**src/hdl/ppu_pkg.sv**
```systemverilog
/*
 * PPU register core shared definitions
 * Register slot encoding, bus and address types, palette and frame constants
 */
`default_nettype none

package ppu_pkg;

	// CPU register slots, in ain order
	typedef enum logic [2:0] {
		reg_ctrl     = 3'd0,
		reg_mask     = 3'd1,
		reg_status   = 3'd2,
		reg_oam_addr = 3'd3,
		reg_oam_data = 3'd4,
		reg_scroll   = 3'd5,
		reg_addr     = 3'd6,
		reg_data     = 3'd7
	} reg_sel_e;

	typedef logic [7:0]  cpu_byte_t;  // One byte on the CPU bus
	typedef logic [13:0] vram_addr_t; // External VRAM address
	typedef logic [14:0] vram_ptr_t;  // Address register, bit 14 catches the carry
	typedef logic [4:0]  pal_index_t; // Palette RAM index
	typedef logic [5:0]  color_t;     // Palette entry

	// Address bits 13:8 of palette space
	localparam logic [5:0] PAL_PAGE = 6'h3F;

	// Step taken with control bit 2 set, one full row of tiles
	localparam vram_ptr_t INC_ACROSS = 15'd32;

	// Scanline counter value of the pre-render line
	localparam logic [8:0] PRE_RENDER_LINE = 9'd511;

endpackage

`default_nettype wire

```
**src/hdl/ppu_bus_if.sv**
```systemverilog
/*
 * PPU register bus
 * One decoded CPU register access, valid for a single cycle
 */
`timescale 1ns/1ps
`default_nettype none

interface ppu_bus_if;
	import ppu_pkg::*;

	logic      wr;    // Write strobe
	logic      rd;    // Read strobe
	reg_sel_e  sel;   // Register slot
	cpu_byte_t wdata; // Write data

	// Decoder side
	modport host (
		output wr, rd, sel, wdata
	);

	// Register units
	modport unit (
		input wr, rd, sel, wdata
	);

endinterface

`default_nettype wire

```
**src/hdl/frame_timer.sv**
```systemverilog
/*
 * Frame timer
 * Cycle and scanline counters with the wrap through the pre-render line,
 * plus the single-cycle vblank entry and exit events
 */
`timescale 1ns/1ps
`default_nettype none

module frame_timer #(
	parameter int CYCLES_PER_LINE = 341,
	parameter int VBLANK_LINE     = 241,
	parameter int LAST_LINE       = 260
) (
	input  wire logic       clk,
	input  wire logic       reset,
	output logic      [8:0] cycle,
	output logic      [8:0] scanline,
	output logic            vblank_enter,
	output logic            vblank_exit
);
	import ppu_pkg::*;

	logic line_end; // Last cycle of the current line
	logic last_line; // Final vblank line, pre-render comes next

	assign line_end  = (cycle == 9'(CYCLES_PER_LINE - 1));
	assign last_line = (scanline == 9'(LAST_LINE));

	// Cycle counter runs every clock
	always_ff @(posedge clk) begin
		if (reset) begin
			cycle <= '0;
		end else begin
			cycle <= line_end ? 9'd0 : cycle + 9'd1;
		end
	end

	// Scanline steps at end of line
	always_ff @(posedge clk) begin
		if (reset) begin
			scanline <= '0;
		end else if (line_end) begin
			if (last_line)
				scanline <= PRE_RENDER_LINE; // Line -1
			else if (scanline == PRE_RENDER_LINE)
				scanline <= 9'd0; // Back to top of frame
			else
				scanline <= scanline + 9'd1;
		end
	end

	// Events land on cycle 0 so the flag is visible from cycle 1
	assign vblank_enter = (cycle == 9'd0) && (scanline == 9'(VBLANK_LINE));
	assign vblank_exit  = (cycle == 9'd0) && (scanline == PRE_RENDER_LINE);

endmodule

`default_nettype wire

```
**src/hdl/ppu_ctrl_regs.sv**
```systemverilog
/*
 * PPU control and status registers
 * Control bits, vblank flag with NMI, shared write toggle
 * and the CPU bus latch that doubles as registered read data
 */
`timescale 1ns/1ps
`default_nettype none

module ppu_ctrl_regs #(
	parameter int LAST_LINE = 260
) (
	input  wire logic                clk,
	input  wire logic                reset,
	ppu_bus_if.unit                  bus,
	input  wire logic                vblank_enter,
	input  wire logic                vblank_exit,
	input  wire ppu_pkg::cpu_byte_t  rd_buffer,
	input  wire logic                is_pal,
	input  wire ppu_pkg::color_t     pal_color,
	output ppu_pkg::vram_ptr_t       addr_step,
	output logic                     addr_toggle,
	output logic                     nmi,
	output ppu_pkg::cpu_byte_t       dout
);
	import ppu_pkg::*;

	// Vblank must end on the pre-render line, after the last counted line
	if (LAST_LINE >= int'(PRE_RENDER_LINE)) begin : g_line_order
		$error("LAST_LINE must lie below the pre-render line");
	end

	logic inc_across;  // Control bit 2
	logic nmi_enable;  // Control bit 7
	logic vblank_flag; // Status bit 7
	logic toggle;      // First/second write select for scroll and addr
	logic status_rd;
	logic toggle_wr;

	assign status_rd = bus.rd && (bus.sel == reg_status);
	assign toggle_wr = bus.wr && (bus.sel == reg_scroll || bus.sel == reg_addr);

	// Control register, only the two bits this core still uses
	always_ff @(posedge clk) begin
		if (reset) begin
			inc_across <= 1'b0;
			nmi_enable <= 1'b0;
		end else if (bus.wr && bus.sel == reg_ctrl) begin
			inc_across <= bus.wdata[2];
			nmi_enable <= bus.wdata[7];
		end
	end

	// Vblank flag, a status read wins over a coincident entry
	always_ff @(posedge clk) begin
		if (reset) begin
			vblank_flag <= 1'b0;
		end else if (status_rd) begin
			vblank_flag <= 1'b0;
		end else if (vblank_enter) begin
			vblank_flag <= 1'b1;
		end else if (vblank_exit) begin
			vblank_flag <= 1'b0; // Pre-render line clears it
		end
	end

	// Shared toggle for scroll and addr writes
	always_ff @(posedge clk) begin
		if (reset)
			toggle <= 1'b0;
		else if (status_rd)
			toggle <= 1'b0;
		else if (toggle_wr)
			toggle <= ~toggle;
	end

	// Bus latch, every write lands here, reads pick their source
	always_ff @(posedge clk) begin
		if (reset) begin
			dout <= '0;
		end else if (bus.wr) begin
			dout <= bus.wdata;
		end else if (bus.rd) begin
			case (bus.sel)
				reg_status: dout <= {vblank_flag, 2'b00, dout[4:0]}; // Sprite bits read 0
				reg_data:   dout <= is_pal ? {dout[7:6], pal_color} : rd_buffer;
				default:    dout <= dout; // Open bus
			endcase
		end
	end

	assign addr_step   = inc_across ? INC_ACROSS : 15'd1;
	assign addr_toggle = toggle;
	assign nmi         = vblank_flag & nmi_enable;

endmodule

`default_nettype wire

```
**src/hdl/vram_addr_unit.sv**
```systemverilog
/*
 * VRAM address unit
 * Two-write address load, step after each data access,
 * palette decode, external strobes and the buffered read path
 */
`timescale 1ns/1ps
`default_nettype none

module vram_addr_unit (
	input  wire logic                clk,
	input  wire logic                reset,
	ppu_bus_if.unit                  bus,
	input  wire logic                addr_toggle,
	input  wire ppu_pkg::vram_ptr_t  addr_step,
	input  wire ppu_pkg::cpu_byte_t  vram_din,
	output ppu_pkg::vram_addr_t      vram_a,
	output logic                     vram_r,
	output logic                     vram_w,
	output logic                     is_pal,
	output ppu_pkg::pal_index_t      pal_addr,
	output ppu_pkg::cpu_byte_t       rd_buffer
);
	import ppu_pkg::*;

	logic      [6:0] addr_hi;    // Bits 14:8 waiting for the second write
	vram_ptr_t       vram_ptr;   // Current address register
	logic            rd_pending; // External read answers this cycle
	logic            addr_wr;
	logic            data_acc;

	assign addr_wr  = bus.wr && (bus.sel == reg_addr);
	assign data_acc = (bus.rd || bus.wr) && (bus.sel == reg_data);

	// First write holds the high byte, bit 14 forced low
	always_ff @(posedge clk) begin
		if (addr_wr && !addr_toggle)
			addr_hi <= {1'b0, bus.wdata[5:0]};
	end

	// Address register
	always_ff @(posedge clk) begin
		if (reset) begin
			vram_ptr <= '0;
		end else if (addr_wr && addr_toggle) begin
			vram_ptr <= {addr_hi, bus.wdata}; // Second write completes it
		end else if (data_acc) begin
			vram_ptr <= vram_ptr + addr_step;
		end
	end

	assign is_pal   = (vram_ptr[13:8] == PAL_PAGE);
	assign pal_addr = vram_ptr[4:0];
	assign vram_a   = vram_ptr[13:0];

	// Palette accesses stay inside the core
	assign vram_r = bus.rd && (bus.sel == reg_data) && !is_pal;
	assign vram_w = bus.wr && (bus.sel == reg_data) && !is_pal;

	// VRAM data shows up one cycle after the strobe
	always_ff @(posedge clk) begin
		if (reset)
			rd_pending <= 1'b0;
		else
			rd_pending <= vram_r;
	end

	// Read buffer, returned by the next data read
	always_ff @(posedge clk) begin
		if (reset)
			rd_buffer <= '0;
		else if (rd_pending)
			rd_buffer <= vram_din;
	end

endmodule

`default_nettype wire

```
**src/hdl/palette_ram.sv**
```systemverilog
/*
 * Palette RAM
 * 32 six-bit colour entries, sprite backdrop slots fold onto the
 * background ones
 */
`timescale 1ns/1ps
`default_nettype none

module palette_ram (
	input  wire logic                clk,
	input  wire logic                reset,
	ppu_bus_if.unit                  bus,
	input  wire ppu_pkg::pal_index_t pal_addr,
	input  wire logic                is_pal,
	output ppu_pkg::color_t          pal_color
);
	import ppu_pkg::*;

	color_t     entries [32];
	pal_index_t index; // Index after backdrop folding

	// 0x10/0x14/0x18/0x1C alias 0x00/0x04/0x08/0x0C
	assign index = (pal_addr[1:0] == 2'b00) ? {1'b0, pal_addr[3:0]} : pal_addr;

	assign pal_color = entries[index]; // Async read

	always_ff @(posedge clk) begin
		if (reset) begin
			for (int i = 0; i < 32; i++)
				entries[i] <= '0;
		end else if (bus.wr && bus.sel == reg_data && is_pal) begin
			entries[index] <= bus.wdata[5:0]; // Upper two bits dropped
		end
	end

endmodule

`default_nettype wire

```
**src/hdl/ppu_top.sv**
```systemverilog
/*
 * PPU register and timing core, top level
 * CPU register bus, frame timing, VRAM address path and palette
 */
`timescale 1ns/1ps
`default_nettype none

module ppu_top #(
	parameter int CYCLES_PER_LINE = 341, // 341 for NTSC and PAL
	parameter int VBLANK_LINE     = 241,
	parameter int LAST_LINE       = 260  // 310 for PAL
) (
	input  wire logic                clk,
	input  wire logic                reset,
	input  wire logic          [2:0] ain,      // Register select from CPU
	input  wire ppu_pkg::cpu_byte_t  din,
	input  wire logic                read,
	input  wire logic                write,
	input  wire ppu_pkg::cpu_byte_t  vram_din,
	output ppu_pkg::cpu_byte_t       dout,
	output logic                     nmi,
	output logic                     vram_r,
	output logic                     vram_w,
	output ppu_pkg::vram_addr_t      vram_a,
	output ppu_pkg::cpu_byte_t       vram_dout,
	output logic               [8:0] scanline,
	output logic               [8:0] cycle
);
	import ppu_pkg::*;

	ppu_bus_if bus ();

	logic       vblank_enter;
	logic       vblank_exit;
	vram_ptr_t  addr_step;
	logic       addr_toggle;
	cpu_byte_t  rd_buffer;
	logic       is_pal;
	pal_index_t pal_addr;
	color_t     pal_color;

	// Plain CPU pins onto the register bus
	assign bus.wr    = write;
	assign bus.rd    = read;
	assign bus.sel   = reg_sel_e'(ain);
	assign bus.wdata = din;

	assign vram_dout = din; // Writes go out unchanged

	frame_timer #(
		.CYCLES_PER_LINE (CYCLES_PER_LINE),
		.VBLANK_LINE     (VBLANK_LINE),
		.LAST_LINE       (LAST_LINE)
	) u_frame_timer (
		.clk          (clk),
		.reset        (reset),
		.cycle        (cycle),
		.scanline     (scanline),
		.vblank_enter (vblank_enter),
		.vblank_exit  (vblank_exit)
	);

	ppu_ctrl_regs #(
		.LAST_LINE (LAST_LINE)
	) u_ctrl_regs (
		.clk          (clk),
		.reset        (reset),
		.bus          (bus.unit),
		.vblank_enter (vblank_enter),
		.vblank_exit  (vblank_exit),
		.rd_buffer    (rd_buffer),
		.is_pal       (is_pal),
		.pal_color    (pal_color),
		.addr_step    (addr_step),
		.addr_toggle  (addr_toggle),
		.nmi          (nmi),
		.dout         (dout)
	);

	vram_addr_unit u_vram_addr (
		.clk         (clk),
		.reset       (reset),
		.bus         (bus.unit),
		.addr_toggle (addr_toggle),
		.addr_step   (addr_step),
		.vram_din    (vram_din),
		.vram_a      (vram_a),
		.vram_r      (vram_r),
		.vram_w      (vram_w),
		.is_pal      (is_pal),
		.pal_addr    (pal_addr),
		.rd_buffer   (rd_buffer)
	);

	palette_ram u_palette (
		.clk       (clk),
		.reset     (reset),
		.bus       (bus.unit),
		.pal_addr  (pal_addr),
		.is_pal    (is_pal),
		.pal_color (pal_color)
	);

endmodule

`default_nettype wire

```
**config.mk**
```make
export PLATFORM = sky130hd
export DESIGN_NAME = ppu_top
export DESIGN_NICKNAME = d
export VERILOG_FILES = /design/src/hdl/ppu_pkg.sv /design/src/hdl/ppu_bus_if.sv /design/src/hdl/frame_timer.sv /design/src/hdl/ppu_ctrl_regs.sv /design/src/hdl/vram_addr_unit.sv /design/src/hdl/palette_ram.sv /design/src/hdl/ppu_top.sv
export SDC_FILE = /design/constraint.sdc
export NUM_CORES = 1
export LEC_CHECK = 0
export BUFFER_PORTS_ARGS = -buffer_cell sky130_fd_sc_hd__buf_2
export CORE_UTILIZATION = 40
export DETAILED_ROUTE_END_ITERATION = 8
export GPL_ROUTABILITY_DRIVEN = 0
export PLACE_DENSITY = 0.66
export SYNTH_ARGS = -nofsm -noshare
export SYNTH_HDL_FRONTEND = slang
export SYNTH_HIERARCHICAL = 1
export SYNTH_SLANG_ARGS = --single-unit
```
**constraint.sdc**
```tcl
create_clock -name clk -period 2.99 [get_ports clk]
set_input_delay 0.598 -clock clk [delete_from_list [all_inputs] [get_ports clk]]
set_output_delay 0.598 -clock clk [all_outputs]
set_load 0.03 [all_outputs]
```
==> impl_metrics.xml <==
<?xml version="1.0" encoding="UTF-8"?>
<metrics>
  <group name="run_status">
    <metric name="status" unit="">finished, final reports clean</metric>
  </group>
  <group name="synth">
    <metric name="synthCells" unit="">986</metric>
    <metric name="post_synth_instance_area" unit="µm²">11900</metric>
    <metric name="yosysWarningCount" unit="">6</metric>
    <metric name="syn-mean-instance-area" unit="µm²">12.1</metric>
  </group>
  <group name="clock_network">
    <metric name="cts.repair.resized" unit="">0</metric>
    <metric name="clock_latency" unit="ns">0.51</metric>
    <metric name="cts-buffers-inserted" unit="">25</metric>
    <metric name="cts.clk_slew.worst_paths" unit="ns">0.06</metric>
    <metric name="clock_sink_count" unit="">227</metric>
    <metric name="hold_buffers" unit="">0</metric>
    <metric name="tritoncts_clock_tree" unit="">done</metric>
    <metric name="postCtsSetupBuffers" unit="">0</metric>
    <metric name="htree_num_levels" unit="">1</metric>
    <metric name="cts-root-buf" unit="">sky130_fd_sc_hd__clkbuf_16</metric>
    <metric name="max-clock-path-buffers" unit="">3</metric>
  </group>
  <group name="sta">
    <metric name="final.hold.worst_slack" unit="ns">0.331</metric>
    <metric name="clock.fmax" unit="GHz">0.375</metric>
    <metric name="final_setup_violating_endpoints" unit="">0</metric>
    <metric name="fin_crit_sh" unit="">0.891</metric>
    <metric name="timing.final.max_slew_violations" unit="">0</metric>
    <metric name="worst_slew_margin_rel" unit="">0.283</metric>
    <metric name="grt_setup_unrepaired" unit="">false</metric>
    <metric name="final.min_clock_period" unit="ns">2.67</metric>
    <metric name="worst_clock_skew" unit="ns">0.0111</metric>
    <metric name="fin_setup_tns" unit="ns">0</metric>
    <metric name="final_hold_violation_count" unit="">0</metric>
    <metric name="slew_at_the_pin_closest_to_its_max_slew_limit" unit="ns">1.07</metric>
  </group>
  <group name="power_and_ir_drop">
    <metric name="static-leakage-power" unit="nW">4.90</metric>
    <metric name="ir_drop" unit="mV">0.350</metric>
    <metric name="power_density" unit="nW/µm²">550</metric>
  </group>
  <group name="drt">
    <metric name="detailedRoute.firstIterationViolations" unit="">717</metric>
    <metric name="drt-vias-per-instance" unit="">5.34</metric>
    <metric name="drc_errors" unit="">0</metric>
    <metric name="drt_first_pass_iters" unit="">5</metric>
    <metric name="antenna_violating_nets_post_route" unit="">0</metric>
    <metric name="dr_vias" unit="">7692</metric>
    <metric name="routedWlPerCell" unit="µm">19.4</metric>
    <metric name="total_wire_length" unit="µm">28000</metric>
  </group>
  <group name="die">
    <metric name="ios" unit="">74</metric>
    <metric name="die_width" unit="µm">175</metric>
    <metric name="die_area" unit="µm²">30500</metric>
    <metric name="core" unit="µm²">29000</metric>
    <metric name="floorplan.die.height" unit="µm">175</metric>
    <metric name="start_util" unit="">0.411</metric>
    <metric name="rows" unit="">62</metric>
  </group>
  <group name="finish">
    <metric name="area.growth.synth_to_final" unit="%">12.7</metric>
    <metric name="finish.net_count" unit="">1082</metric>
    <metric name="final_layout_size_suffix_gt1_frac" unit="">0.246</metric>
    <metric name="post-route-cell-area" unit="µm²">13400</metric>
    <metric name="antennaDiodeCount" unit="">0</metric>
  </group>
  <group name="job">
    <metric name="drv_cap" unit="">0</metric>
  </group>
  <group name="worst_setup_path">
    <metric name="path_cells" unit="">nor3_1, a22oi_1, nand3_1, mux2_2, a221oi_1, nor3_1</metric>
    <metric name="critical-path-top-cell-by-count" unit="">sky130_fd_sc_hd__nor3_1</metric>
    <metric name="critical_path_required" unit="ns">3.35</metric>
    <metric name="cp_data_arrival_time" unit="ns">3.02</metric>
    <metric name="worstSetupStartpointType" unit="">flop</metric>
    <metric name="cp_max_fo" unit="">24</metric>
    <metric name="cp_slowest_cell" unit="">sky130_fd_sc_hd__dfxtp_1</metric>
    <metric name="criticalPathCategory" unit="">reg -&gt; reg</metric>
    <metric name="timing.critical_path.to_type" unit="">flop</metric>
    <metric name="critical-path-max-stage-delay" unit="ns">1.02</metric>
  </group>
  <group name="grt">
    <metric name="grt_max_degree" unit="">74</metric>
    <metric name="first_global_vias" unit="">7348</metric>
    <metric name="global_route_usage_over_all_layers" unit="">0.183</metric>
    <metric name="initial_antenna_violation_count" unit="">0</metric>
    <metric name="grt-ovfl-total" unit="">0</metric>
    <metric name="wire_length_of_the_first_global_routing_pass" unit="µm">43500</metric>
  </group>
  <group name="placed_design">
    <metric name="place_hpwl" unit="µm">19000</metric>
    <metric name="placed_area" unit="µm²">12600</metric>
    <metric name="io_buffer_count" unit="">73</metric>
  </group>
  <group name="worst_hold_path">
    <metric name="hold_path.class" unit="">in -&gt; reg</metric>
  </group>
</metrics>
routing by layer:
layer | part of all wire | up-vias | GRT usage | routed length (µm)
met5 | 0 | - | 0 | 0
met4 | 0.017 | 0 | 0.0409 | 489
met3 | 0.049 | 32 | 0.0224 | 1390
met2 | 0.46 | 210 | 0.282 | 12800
met1 | 0.48 | 3770 | 0.275 | 13300
li1 | - | 3680 | - | -
flip-flops by register name (all words and copies together) (netlist names):
register / count
u_frame_timer/cycle: 9
u_ctrl_regs/nmi_enable: 1
u_frame_timer/scanline: 9
u_ctrl_regs/dout: 8
u_vram_addr/vram_ptr: 14
u_palette/entries: 168
u_ctrl_regs/vblank_flag: 1
u_vram_addr/rd_buffer: 8
u_ctrl_regs/addr_toggle: 1
u_ctrl_regs/inc_across: 1
u_vram_addr/addr_hi: 6
u_vram_addr/rd_pending: 1
stage by stage:
stage / std cells / total power, mW / worst slack, ns / utilization
finish: 1440 / 7.39 / 0.325 / 0.463
global route: 1440 / 7.63 / 0.147 / 0.463
CTS: 1440 / 7.45 / 0.318 / 0.463
detailed placement: 1395 / 4.21 / 0.338 / 0.433
global placement: 1395 / 4.20 / 0.443 / 0.433
floorplan: 997 / 4.03 / 0.684 / -
critical path: cells and delay by family, from the launching register on:
family	cells	cell delay, ns
AOI/OAI and AO/OA	2	0.61
DFF	1	1.02
and+or+nand+nor	3	0.58
muxes	1	0.29
placed cells by master (no fill, tap or decap), drive strengths merged, types with 5 or more instances in the layout:
cell type / n
o21ai: 14
nor4: 7
xor2: 8
mux2i: 35
a221oi: 9
or2: 30
clkinv: 10
mux4: 36
a31oi: 5
nor3: 27
clkbuf: 29
xnor2: 12
nand2: 55
ha: 20
nand3: 20
and2: 172
o22ai: 10
nor2: 58
buf: 99
nand2b: 8
a211oi: 9
o22a: 6
conb: 12
a22oi: 17
inv: 17
a21oi: 26
dfxtp: 53
mux2: 7
a311oi: 6
nand4: 8
edfxtp: 174
layout make-up:
cell class / instances / area (µm²)
clock buffer: 29 / 693
clock inverter: 16 / 186
fill: 2607 / 15600
inverter: 16 / 60.1
multi-input combinational: 669 / 5130
sequential: 227 / 6290
tap: 384 / 480
timing repair buffer: 99 / 598
final timing paths:
path / to / slack, ns / cells after the start / start
min: u_vram_addr/rd_buffer[5]$_SDFFE_PP0P_ / 0.33 / 3 / vram_din[5]
min reg2reg: u_ctrl_regs/dout[4]$_SDFFE_PP0P_ / 0.49 / 2 / u_ctrl_regs/dout[4]$_SDFFE_PP0P_
max: u_ctrl_regs/dout[3]$_SDFFE_PP0P_ / 0.32 / 6 / u_vram_addr/vram_ptr[2]$_SDFFE_PP0P_
max reg2reg: u_ctrl_regs/dout[3]$_SDFFE_PP0P_ / 0.32 / 6 / u_vram_addr/vram_ptr[2]$_SDFFE_PP0P_
where the power goes:
group / internal (mW) / switching (mW)
clock network: 2.01 / 1.25
logic: 0.216 / 0.371
registers: 3.48 / 0.0748
total: 5.70 / 1.69
No activity file was read; power rests on OpenSTA's default activity.
